### config.mk
export PLATFORM = sky130hd
export DESIGN_NAME = lisp_core
export DESIGN_NICKNAME = d
export VERILOG_FILES = /design/src/verilog/lisp_pkg.sv /design/src/verilog/core_ifs.sv /design/src/verilog/lisp_core.sv /design/src/verilog/control_fsm.sv /design/src/verilog/stack_datapath.sv /design/src/verilog/fetch_unit.sv
export VERILOG_INCLUDE_DIRS = /design/src /design/src/verilog
export SDC_FILE = /design/constraint.sdc
export NUM_CORES = 1
export LEC_CHECK = 0
export BUFFER_PORTS_ARGS = -buffer_cell sky130_fd_sc_hd__buf_4
export CAP_MARGIN = 20
export CORE_MARGIN = 4
export CORE_UTILIZATION = 39
export CTS_CLUSTER_DIAMETER = 200
export CTS_CLUSTER_SIZE = 40
export DETAILED_ROUTE_END_ITERATION = 10
export SETUP_SLACK_MARGIN = 0.02
export SYNTH_ARGS = -nofsm -noshare
export SYNTH_HDL_FRONTEND = slang
export SYNTH_SLANG_ARGS = --single-unit
export TNS_END_PERCENT = 30
### constraint.sdc
create_clock -name clk -period 6.3 [get_ports clk]
set_clock_uncertainty 0.15 [all_clocks]
set_input_delay 0.315 -clock clk [delete_from_list [all_inputs] [get_ports clk]]
set_output_delay 0.315 -clock clk [all_outputs]
set_load 0.01 [all_outputs]
### src/verilog/lisp_consts.svh
`ifndef LISP_CONSTS_SVH
`define LISP_CONSTS_SVH

// Data and instruction word width
`define LISP_WORD_W 20

// Memory address and stack pointer width
`define LISP_ADDR_W 16

`define LISP_OPCODE_W 5

// Memory size in words
`define LISP_MEM_SIZE 8192

// Stack starts a few words below the top of memory
`define LISP_SP_RESET (`LISP_MEM_SIZE - 8)

`endif
### src/verilog/lisp_pkg.sv
`include "lisp_consts.svh"

package lisp_pkg;

	typedef logic [`LISP_WORD_W-1:0] word_t;
	typedef logic [`LISP_ADDR_W-1:0] addr_t;

	// Word address in the upper bits, slot number in the low two
	typedef logic [`LISP_WORD_W+1:0] ip_t;

	// Opcodes with a parameter have both upper bits set
	typedef enum logic [`LISP_OPCODE_W-1:0] {
		op_nop    = 5'd0,
		op_pop    = 5'd3,
		op_load   = 5'd4,
		op_store  = 5'd5,
		op_add    = 5'd6,
		op_sub    = 5'd7,
		op_gtr    = 5'd9,
		op_gte    = 5'd10,
		op_eq     = 5'd11,
		op_neq    = 5'd12,
		op_dup    = 5'd13,
		op_and    = 5'd16,
		op_or     = 5'd17,
		op_xor    = 5'd18,
		op_lshift = 5'd19,
		op_rshift = 5'd20,
		op_push   = 5'd25,
		op_goto   = 5'd26,
		op_bfalse = 5'd27
	} opcode_e;

	typedef enum logic [3:0] {
		st_fetch    = 4'd0,
		st_decode   = 4'd1,
		st_got_nos  = 4'd2,
		st_load_tos = 4'd3,
		st_push_mem = 4'd4
	} state_e;

	typedef enum logic [1:0] {sp_current, sp_decrement, sp_increment} sp_sel_e;
	typedef enum logic {op0_tos, op0_sp} op0_sel_e;
	typedef enum logic [1:0] {op1_mem, op1_param, op1_one} op1_sel_e;
	typedef enum logic [1:0] {tos_current, tos_param, tos_alu, tos_mem} tos_sel_e;
	typedef enum logic [1:0] {ma_ip, ma_sp, ma_tos, ma_alu} ma_sel_e;
	typedef enum logic {mw_tos, mw_mem} mw_sel_e;
	typedef enum logic [1:0] {ip_current, ip_next, ip_branch} ip_sel_e;

endpackage

### src/verilog/core_ifs.sv
`timescale 1ns/1ps

// Decoded instruction slot
interface decode_if;
	import lisp_pkg::*;

	opcode_e opcode;
	word_t   param;
	logic    has_param;

	modport src (
		output opcode,
		output param,
		output has_param
	);

	modport dst (
		input opcode,
		input param,
		input has_param
	);
endinterface

// Per-cycle select controls from the sequencer
interface ctrl_if;
	import lisp_pkg::*;

	sp_sel_e  sp_sel;
	op0_sel_e op0_sel;
	op1_sel_e op1_sel;
	opcode_e  alu_op;
	tos_sel_e tos_sel;
	ma_sel_e  ma_sel;
	mw_sel_e  mw_sel;
	logic     we;
	ip_sel_e  ip_sel;

	modport ctrl (
		output sp_sel, op0_sel, op1_sel, alu_op, tos_sel,
		output ma_sel, mw_sel, we, ip_sel
	);

	modport dp (
		input sp_sel, op0_sel, op1_sel, alu_op, tos_sel,
		input ma_sel, mw_sel, we
	);

	modport fetch (
		input ip_sel, ma_sel
	);
endinterface

### src/verilog/lisp_core.sv
`timescale 1ns/1ps
`include "lisp_consts.svh"

module lisp_core (
	input  logic            clk,
	input  logic            rst,
	output lisp_pkg::addr_t memory_address,
	input  lisp_pkg::word_t mem_read_value,
	output lisp_pkg::word_t mem_write_value,
	output logic            mem_write_enable
);
	import lisp_pkg::*;

	addr_t fetch_addr;
	logic  tos_zero;

	decode_if dec_if ();
	ctrl_if   ctl_if ();

	fetch_unit fetch0 (
		.clk            (clk),
		.rst            (rst),
		.dec            (dec_if.src),
		.ctl            (ctl_if.fetch),
		.mem_read_value (mem_read_value),
		.fetch_addr     (fetch_addr)
	);

	stack_datapath dp0 (
		.clk              (clk),
		.rst              (rst),
		.dec              (dec_if.dst),
		.ctl              (ctl_if.dp),
		.fetch_addr       (fetch_addr),
		.mem_read_value   (mem_read_value),
		.memory_address   (memory_address),
		.mem_write_value  (mem_write_value),
		.mem_write_enable (mem_write_enable),
		.tos_zero         (tos_zero)
	);

	control_fsm fsm0 (
		.clk      (clk),
		.rst      (rst),
		.dec      (dec_if.dst),
		.ctl      (ctl_if.ctrl),
		.tos_zero (tos_zero)
	);

endmodule

### src/verilog/control_fsm.sv
`timescale 1ns/1ps
`include "lisp_consts.svh"

module control_fsm (
	input logic   clk,
	input logic   rst,
	decode_if.dst dec,
	ctrl_if.ctrl  ctl,
	input logic   tos_zero
);
	import lisp_pkg::*;

	state_e state_q;
	state_e state_d;
	// Set when bfalse already moved the IP during decode
	logic   ip_moved_q;

	always_comb
	begin
		state_d = state_q;
		ctl.sp_sel = sp_current;
		ctl.op0_sel = op0_tos;
		ctl.op1_sel = op1_mem;
		ctl.alu_op = dec.opcode;
		ctl.tos_sel = tos_current;
		ctl.ma_sel = ma_ip;
		ctl.mw_sel = mw_tos;
		ctl.we = 1'b0;
		ctl.ip_sel = ip_current;

		case (state_q)
			st_fetch:
			begin
				ctl.ip_sel = ip_next;
				state_d = st_decode;
			end

			st_decode:
			begin
				case (dec.opcode)
					op_push, op_dup:
					begin
						// Spill TOS to SP-1
						ctl.sp_sel = sp_decrement;
						ctl.ma_sel = ma_alu;
						ctl.op0_sel = op0_sp;
						ctl.op1_sel = op1_one;
						ctl.alu_op = op_sub;
						ctl.we = 1'b1;
						if (dec.opcode == op_push)
							ctl.tos_sel = tos_param;
						state_d = st_fetch;
					end

					op_pop:
					begin
						ctl.ma_sel = ma_sp;
						ctl.sp_sel = sp_increment;
						state_d = st_push_mem;
					end

					op_load:
					begin
						ctl.ma_sel = ma_tos;
						state_d = st_push_mem;
					end

					op_store, op_add, op_sub, op_gtr, op_gte, op_eq, op_neq,
					op_and, op_or, op_xor, op_lshift, op_rshift:
					begin
						// Read next-on-stack first
						ctl.ma_sel = ma_sp;
						state_d = st_got_nos;
					end

					op_goto:
					begin
						ctl.ip_sel = ip_branch;
						state_d = st_decode;
					end

					op_bfalse:
					begin
						ctl.ip_sel = tos_zero ? ip_branch : ip_next;
						ctl.sp_sel = sp_increment;
						ctl.ma_sel = ma_sp;
						state_d = st_push_mem;
					end

					default:
					begin
						ctl.ip_sel = ip_next;
						state_d = st_decode;
					end
				endcase
			end

			st_got_nos:
			begin
				ctl.sp_sel = sp_increment;
				if (dec.opcode == op_store)
				begin
					// NOS goes to the address held in TOS
					ctl.ma_sel = ma_tos;
					ctl.we = 1'b1;
					ctl.mw_sel = mw_mem;
					state_d = st_load_tos;
				end
				else
				begin
					ctl.tos_sel = tos_alu;
					ctl.ip_sel = ip_next;
					state_d = st_decode;
				end
			end

			st_load_tos:
			begin
				ctl.ma_sel = ma_sp;
				ctl.sp_sel = sp_increment;
				state_d = st_push_mem;
			end

			st_push_mem:
			begin
				ctl.tos_sel = tos_mem;
				if (!ip_moved_q)
					ctl.ip_sel = ip_next;
				state_d = st_decode;
			end

			default:
				state_d = st_fetch;
		endcase
	end

	always_ff @(posedge clk)
	begin
		if (rst)
		begin
			state_q <= st_fetch;
			ip_moved_q <= 1'b0;
		end
		else
		begin
			state_q <= state_d;
			ip_moved_q <= (state_q == st_decode) && (dec.opcode == op_bfalse);
		end
	end

	a_state_legal: assert property (@(posedge clk) disable iff (rst)
		state_q inside {st_fetch, st_decode, st_got_nos, st_load_tos, st_push_mem});

	a_we_states: assert property (@(posedge clk) disable iff (rst)
		ctl.we |-> (state_q inside {st_decode, st_got_nos}));

endmodule

### src/verilog/stack_datapath.sv
`timescale 1ns/1ps
`include "lisp_consts.svh"

module stack_datapath (
	input  logic            clk,
	input  logic            rst,
	decode_if.dst           dec,
	ctrl_if.dp              ctl,
	input  lisp_pkg::addr_t fetch_addr,
	input  lisp_pkg::word_t mem_read_value,
	output lisp_pkg::addr_t memory_address,
	output lisp_pkg::word_t mem_write_value,
	output logic            mem_write_enable,
	output logic            tos_zero
);
	import lisp_pkg::*;

	word_t tos_q;
	word_t tos_d;
	addr_t sp_q;
	addr_t sp_d;
	addr_t op0;
	addr_t op1;
	addr_t alu_res;
	addr_t diff;
	logic  diff_zero;
	logic  diff_neg;

	// Stack pointer next value
	always_comb
	begin
		case (ctl.sp_sel)
			sp_decrement: sp_d = sp_q - addr_t'(1);
			sp_increment: sp_d = sp_q + addr_t'(1);
			default:      sp_d = sp_q;
		endcase
	end

	// ALU operands
	assign op0 = (ctl.op0_sel == op0_sp) ? sp_q : tos_q[15:0];

	always_comb
	begin
		case (ctl.op1_sel)
			op1_param: op1 = dec.param[15:0];
			op1_one:   op1 = addr_t'(1);
			default:   op1 = mem_read_value[15:0];
		endcase
	end

	assign diff = op0 - op1;
	assign diff_zero = (diff == '0);
	assign diff_neg = diff[15];

	always_comb
	begin
		case (ctl.alu_op)
			op_add:    alu_res = op0 + op1;
			op_sub:    alu_res = diff;
			op_gtr:    alu_res = {15'd0, ~diff_neg & ~diff_zero};
			op_gte:    alu_res = {15'd0, ~diff_neg};
			op_eq:     alu_res = {15'd0, diff_zero};
			op_neq:    alu_res = {15'd0, ~diff_zero};
			op_and:    alu_res = op0 & op1;
			op_or:     alu_res = op0 | op1;
			op_xor:    alu_res = op0 ^ op1;
			op_lshift: alu_res = op0 << op1;
			op_rshift: alu_res = op0 >> op1;
			default:   alu_res = '0;
		endcase
	end

	// Top of stack next value, tag bits kept on ALU results
	always_comb
	begin
		case (ctl.tos_sel)
			tos_param: tos_d = dec.param;
			tos_alu:   tos_d = {tos_q[19:16], alu_res};
			tos_mem:   tos_d = mem_read_value;
			default:   tos_d = tos_q;
		endcase
	end

	// Memory address
	always_comb
	begin
		case (ctl.ma_sel)
			ma_sp:   memory_address = sp_q;
			ma_tos:  memory_address = tos_q[15:0];
			ma_alu:  memory_address = alu_res;
			default: memory_address = fetch_addr;
		endcase
	end

	assign mem_write_value = (ctl.mw_sel == mw_mem) ? mem_read_value : tos_q;
	assign mem_write_enable = ctl.we;
	assign tos_zero = (tos_q[15:0] == '0);

	always_ff @(posedge clk)
	begin
		if (rst)
		begin
			tos_q <= '0;
			sp_q <= addr_t'(`LISP_SP_RESET);
		end
		else
		begin
			tos_q <= tos_d;
			sp_q <= sp_d;
		end
	end

	a_sp_in_range: assert property (@(posedge clk) disable iff (rst)
		sp_q < `LISP_MEM_SIZE);

endmodule

### src/verilog/fetch_unit.sv
`timescale 1ns/1ps
`include "lisp_consts.svh"

module fetch_unit (
	input  logic          clk,
	input  logic          rst,
	decode_if.src         dec,
	ctrl_if.fetch         ctl,
	input  lisp_pkg::word_t mem_read_value,
	output lisp_pkg::addr_t fetch_addr
);
	import lisp_pkg::*;

	ip_t     ip_q;
	ip_t     ip_d;
	word_t   word_q;
	word_t   cur_word;
	logic    in_decode_q;
	opcode_e opcode;
	word_t   param;
	logic    has_param;

	// Fresh word comes straight from memory in decode
	assign cur_word = in_decode_q ? mem_read_value : word_q;

	// Slot alignment with sign-extended parameter from the remaining bits
	always_comb
	begin
		case (ip_q[1:0])
			2'd0:
			begin
				opcode = opcode_e'(cur_word[19:15]);
				param = {{5{cur_word[14]}}, cur_word[14:0]};
			end
			2'd1:
			begin
				opcode = opcode_e'(cur_word[14:10]);
				param = {{10{cur_word[9]}}, cur_word[9:0]};
			end
			2'd2:
			begin
				opcode = opcode_e'(cur_word[9:5]);
				param = {{15{cur_word[4]}}, cur_word[4:0]};
			end
			default:
			begin
				opcode = opcode_e'(cur_word[4:0]);
				param = '0;
			end
		endcase
	end

	assign has_param = (opcode[4:3] == 2'b11);

	assign dec.opcode = opcode;
	assign dec.param = param;
	assign dec.has_param = has_param;

	// Next instruction pointer
	always_comb
	begin
		case (ctl.ip_sel)
			ip_next:
				// Parameterized opcodes use the rest of the word
				ip_d = has_param ? {ip_q[21:2], 2'b00} + 22'd4 : ip_q + 22'd1;
			ip_branch:
				ip_d = {ip_q[21:2], 2'b00} + {param, 2'b00};
			default:
				ip_d = ip_q;
		endcase
	end

	assign fetch_addr = ip_d[`LISP_ADDR_W+1:2];

	always_ff @(posedge clk)
	begin
		if (rst)
		begin
			ip_q <= '1;
			word_q <= '0;
			in_decode_q <= 1'b0;
		end
		else
		begin
			ip_q <= ip_d;
			// An instruction fetch this cycle means decode in the next
			in_decode_q <= (ctl.ma_sel == ma_ip);
			if (in_decode_q)
				word_q <= mem_read_value;
		end
	end

	a_slot3_no_param: assert property (@(posedge clk) disable iff (rst)
		(ip_q[1:0] == 2'd3) |-> (dec.param == '0));

endmodule

Yosys cells after proc, flatten, opt, wreduce, memory -nomap -nowiden
Cells that the tools add are included.
{"block": "totals", "output_inout_bits": 37, "reg_bits": 84}
{"block": "classes", "bitwise": 7, "n_mux": 38, "add_sub_neg": 7, "reduce_logical": 19, "n_eq_ne": 48, "n_shift": 2}
{"operator": "$pmux 16 s11", "n": 1}
{"operator": "$pmux 20 s3", "n": 2}
{"operator": "$eq 5x5->1 const B", "n": 13}
{"operator": "$pmux 16 s2", "n": 2}
{"operator": "$pmux 16 s3", "n": 1}
{"operator": "$eq 5x4->1 const B", "n": 9}
{"operator": "$pmux 22 s2", "n": 1}
{"operator": "$mux 20", "n": 2}
{"operator": "$logic_not 16->1", "n": 2}
{"operator": "$eq 5x3->1 const B", "n": 6}
{"operator": "$pmux 2 s3", "n": 4}
{"operator": "$add 22x1->22 const B", "n": 1}
{"operator": "$add 22x22->22", "n": 1}
{"operator": "$add 22x3->22 const B", "n": 1}
{"operator": "$mux 22", "n": 1}
{"operator": "$eq 2x2->1 const B", "n": 9}
{"operator": "$add 16x1->16 const B", "n": 1}
{"operator": "$add 16x16->16", "n": 1}
{"operator": "$and 16x16->16", "n": 1}
{"operator": "$mux 16", "n": 1}
{"operator": "$or 16x16->16", "n": 1}
{"operator": "$pmux 4 s4", "n": 1}
{"operator": "$reduce_or 16->1", "n": 1}
{"operator": "$shl 16x16->16", "n": 1}
{"operator": "other kinds (29)", "n": 57}

Depth between registers and ports, before layout
{"block": "logic_depth", "ltp_word": 14, "mapped_depth": 25, "ltp_nobuf": 22}

Cells and area by module
A second synthesis with hierarchy kept.
{"block": "unflattened", "hier_cells": 1455, "hier_area_um2": 11214.5}
{"mod": "stack_datapath", "area_each_um2": 7444.6, "seq_area_each_um2": 720.7, "cells_per_inst": 971, "instances": 1}
{"mod": "fetch_unit", "area_each_um2": 3160.5, "seq_area_each_um2": 780.7, "cells_per_inst": 393, "instances": 1}
{"mod": "control_fsm", "area_each_um2": 609.3, "seq_area_each_um2": 80.1, "cells_per_inst": 91, "instances": 1}

Worst setup path after synthesis
No wires, ideal clock.
{"block": "synth_path", "kind": "register -> output", "startpoint": "register fetch0.in_decode_q", "endpoint": "output port memory_address[0]", "setup_slack_ps": 129, "arrival_time_ps": 5706, "stages_incl_launch_ff": 24, "t_required_ps": 5835, "cell_sequence": "dfxtp_1 buf_6 buf_6 mux2_4 a222oi_1 mux2i_2 xnor2_4 nor2_4 inv_2 buf_2 buf_2 buf_1 nand2_1 ha_1 clkinv_1 a221o_1 a2111oi_0 o2111ai_1 a2111oi_0 o21ai_0 nor4b_1 mux2i_1 o41ai_1 a21oi_1"}
{"block": "synth_via", "elab_chain_len": 14, "word_cells_on_any_way": 73, "cone_classes": "3 x add/sub; 37 x eq/ne; 2 x shift; 21 x mux; 6 x bitwise; 4 x reduce/logical"}
{"element": "start: declaration", "line_no": "fetch_unit.sv:18", "rtl": "logic in_decode_q;"}
{"element": "start signal: assignment", "line_no": "fetch_unit.sv:87", "rtl": "in_decode_q <= (ctl.ma_sel == ma_ip);"}
{"element": "$mux 20 *"}
{"element": "$pmux 5 s3", "line_no": "fetch_unit.sv:29", "rtl": "case (ip_q[1:0])"}
{"element": "$eq 5x4->1 / $eq 5x5->1 (equally long branches)", "line_no": "control_fsm.sv:40", "rtl": "case (dec.opcode)"}
{"element": "$reduce_or 2->1", "line_no": "control_fsm.sv:40"}
{"element": "$mux 2", "line_no": "control_fsm.sv:40"}
{"element": "$mux 2", "line_no": "control_fsm.sv:31", "rtl": "case (state_q)"}
{"element": "$eq 2x2->1 / $eq 2x1->1 (equally long branches)", "line_no": "stack_datapath.sv:44", "rtl": "case (ctl.op1_sel)"}
{"element": "$pmux 16 s2", "line_no": "stack_datapath.sv:44"}
{"element": "$sub 16x16->16", "line_no": "stack_datapath.sv:51", "rtl": "assign diff = op0 - op1;"}
{"element": "$logic_not 16->1", "line_no": "stack_datapath.sv:52", "rtl": "assign diff_zero = (diff == '0);"}
{"element": "$not 1->1", "line_no": "stack_datapath.sv:60, stack_datapath.sv:63"}
{"element": "$and 1x1->1", "line_no": "stack_datapath.sv:60", "rtl": "op_gtr: alu_res = {15'd0, ~diff_neg & ~diff_zero};"}
{"element": "$pmux 16 s11", "line_no": "stack_datapath.sv:57", "rtl": "case (ctl.alu_op)"}
{"element": "$pmux 16 s3 *", "line_no": "stack_datapath.sv:87", "rtl": "case (ctl.ma_sel)"}
{"element": "end: declaration", "line_no": "lisp_core.sv:7", "rtl": "output lisp_pkg::addr_t memory_address,"}
Mark *: on every way between the ends. The rest lies on a longest branch, timed or not.

Final worst setup path
Same ends and word-level chain as after synthesis.

==> impl_metrics.ini <==
[drt]
vias = 13403
wirelength_um = 54000
ant_nets = 0
drt_iter0_markers = 1715
firstDrtPassIters = 7
drc = 0
wire_per_inst_um = 25.9
vias_per_cell = 6.43

[sta]
tightest_slew_ps = 994
rsz0062_at_grt = true
min_period_ps = 6210
slew_violations = 0
worst_slack_ps = 94.3
period_share = 0.985
max_freq_mhz = 161
maxSlewHeadroom = 0.331
setup-violations-final = 0
hold_violations = 0
fin_tns_setup_ps = 0

[yosys]
netlist_area_mm2 = 0.0112
synth_edf_count = 0
netlist_instances = 1630
syn_nets = 1740
synth.avg_cell_area_um2 = 6.90
seq_area_frac_synth = 0.141
ys.flop_type = dfxtp_1
synth_top_cell_area_share = 0.141
async_flop_share = 0
netlist_top_cells_area = dfxtp_1 (14%), ha_1 (9.3%), nand2_1 (8.0%), a21oi_1 (6.2%), nor2_1 (5.5%)
synthDistinctLibCells = 89
yosys_warnings = 0
synth_seq_cells = 79
yosys.area.top_type = dfxtp_1

[cells_and_area]
n_antenna_cell = 0
design_area_mm2 = 0.0134
area_delta_synth_final_pct = 19.2
drive_gt1_frac = 0.202
nets = 1812

[global_route]
grt_use_met2 = 0.498
gr-usage-met1 = 0.455
grt-ovfl-total = 0
grt_pass1_wl_um = 80000
busiest_layer = met2
antenna_found_initial = 0
grt_max_degree = 52
grt_pass1_vias = 12446
grtUsageMet3 = 0.0528
grt_usage = 0.331

[critical_path]
slowest_delay_ps = 550
cp_max_fo = 8
critPathKind = reg2out
crit_path_end_kind = output pin
worst_ep_required_time_ps = 5830
critPathArrivalTime_ps = 5740
path_delay_family = compound AO/OA/AOI/OAI gates
critPathBufInv = 5
crit_path_top_delay_cell = fa_2
cp-start-kind = register
crit_top_cell = buf_4
crit_chain = mux2_4 -> a222oi_1 -> buf_4 -> mux2i_4 -> xnor2_4 -> nor2_4 -> nand2_2 -> nand2_2 -> inv_2 -> ha_4 -> fa_2 -> nor2b_4 -> o21ai_2 -> a2111oi_4 -> buf_4 -> o2111ai_2 -> a2111oi_2 -> buf_4 -> o21ai_4 -> nor4b_4 -> mux2i_2 -> o41ai_2 -> a21oi_2 -> buf_4

[die]
initial_core_util = 0.400
ios = 59
rows = 61
die-area_mm2 = 0.0316
chipWidth_um = 178
die_h_um = 178
coreArea_mm2 = 0.0281

[placed_design]
dpl-instance-area_mm2 = 0.0125
port_buffers = 58
place_congestion = 1.03
preCtsSetupSlack_ps = -124
hpwl_um = 40400

[clock_network]
cts_made_buffers = 9
cts_sinks = 79
h-tree-depth = 3
ctsHoldBuffers = 0
cts_tree = done
clk_latency_ps = 360
clock-root-buffer = clkbuf_16
path_clk_slew_ps = 70
clk_path_buf_depth = 2

[hold_path]
min_path_type = in2reg

[power_and_ir_drop]
power.density_mw_per_mm2 = 705
power_w = 0.00945
peakVddDrop_uv = 509
p_leak_nw = 5.73

[outcome]
outcome = completed

[run]
cap_violations = 0
power by group:
part | leakage, nW | switching, W | internal [W]
logic | 4.93 | 0.00482 | 0.00308
registers | 0.649 | 0.000289 | 0.000691
clock network | 0.148 | 0.000262 | 0.000314
path summary, 6_finish.rpt:
kind                            cells after the start  slack [ps]               start           endpoint
worst max-delay path                               24          90  fetch0.in_decode_q  memory_address[0]
worst min-delay path                                3         130  mem_read_value[16]  fetch0.word_q[16]
worst max register to register                     22         660  fetch0.in_decode_q       dp0.sp_q[15]
worst min register to register                      2         350       dp0.tos_q[17]      dp0.tos_q[17]
worst min-delay path, stage by stage:
cell and delay, ps:
buf_4 100, mux2i_1 100, nor2_1 90
placed cells by master, fill, tap and decap left out, types with 15 or more instances in the layout:
master / instances
nand2_1: 228
buf_4: 173
nor2_1: 166
a21oi_1: 135
o21ai_0: 95
dfxtp_1: 76
inv_1: 71
ha_1: 68
nor3_1: 37
mux2i_1: 34
nand3_1: 30
nand2b_1: 27
a211oi_1: 27
a21o_1: 26
o22ai_1: 25
mux2_2: 22
and3_1: 19
a31oi_1: 18
and2_1: 18
xor2_1: 18
o211ai_1: 18
xnor2_1: 17
nor4_1: 16
o21bai_1: 15
registers in the layout (all words and copies together) (netlist names):
register and cells:
dp0.sp_q 16, fetch0.in_decode_q 1, fsm0.ip_moved_q 1, fetch0.ip_q 18, dp0.tos_q 20, fetch0.word_q 20, fsm0.state_q 3
cell type report:
| cell class | count | area (um^2) |
|---|---|---|
| multi-input combinational | 1353 | 9310 |
| timing repair buffer | 182 | 1430 |
| sequential | 79 | 1590 |
| inverter | 76 | 290 |
| tap | 378 | 473 |
| clock inverter | 7 | 80.1 |
| clock buffer | 9 | 225 |
| timing repair inverter | 1 | 6.26 |
| fill | 2967 | 14700 |
synth_stat cells, drive strengths merged, types with 10 or more instances:
| library cell | number |
|---|---|
| a32oi | 13 |
| xnor2 | 19 |
| nand3 | 33 |
| nand4 | 11 |
| xor2 | 18 |
| a21o | 27 |
| dfxtp | 79 |
| o21ai | 103 |
| a22oi | 11 |
| inv | 75 |
| a31oi | 18 |
| mux2i | 36 |
| nor4 | 18 |
| nor3 | 43 |
| a221oi | 15 |
| nand2 | 240 |
| nor2 | 167 |
| o21bai | 15 |
| a21oi | 141 |
| o22ai | 25 |
| or3 | 10 |
| o211ai | 18 |
| buf | 27 |
| a211oi | 29 |
| ha | 84 |
| clkbuf | 95 |
| nand2b | 30 |
| o31ai | 12 |
| mux2 | 25 |
| mux4 | 14 |
| and2 | 20 |
| and3 | 20 |
| o221ai | 11 |
cell families (layout without fill, tap and decap cells):
group | after synthesis | in the layout | share of synthesized area
multiplexers | 75 | 75 | 0.0858
buffers and inverters | 198 | 275 | 0.0699
XOR/XNOR | 37 | 37 | 0.0305
AO/OA/AOI/OAI | 539 | 539 | 0.324
flip-flops | 79 | 79 | 0.141
AND/OR/NAND/NOR | 614 | 614 | 0.248
adder cells (fa/ha/maj) | 88 | 88 | 0.101
timing repair:
item / 4_1_cts / 5_1_grt
pin swaps: 2 / 22
setup endpoints to repair: 2 / 8
gates resized for setup: 12 / 101
cloned: 0 / 1
buffers inserted: 0 / 16
layer usage:
| layer | vias up | routed length (um) |
|---|---|---|
| li1 | 6106 | - |
| met1 | 6310 | 22400 |
| met2 | 804 | 23200 |
| met3 | 183 | 5150 |
| met4 | 0 | 3220 |
| met5 | - | 0 |
through the flow:
stage                     instances  hold WS [ps]   util
after global placement         2051           332  0.443
final                          2085           130  0.477
after detailed placement       2052           334  0.444
after global routing           2085           151  0.477
after CTS                      2068           120  0.457
after floorplan                1630           273      -
(Power assumes the default switching activity.)
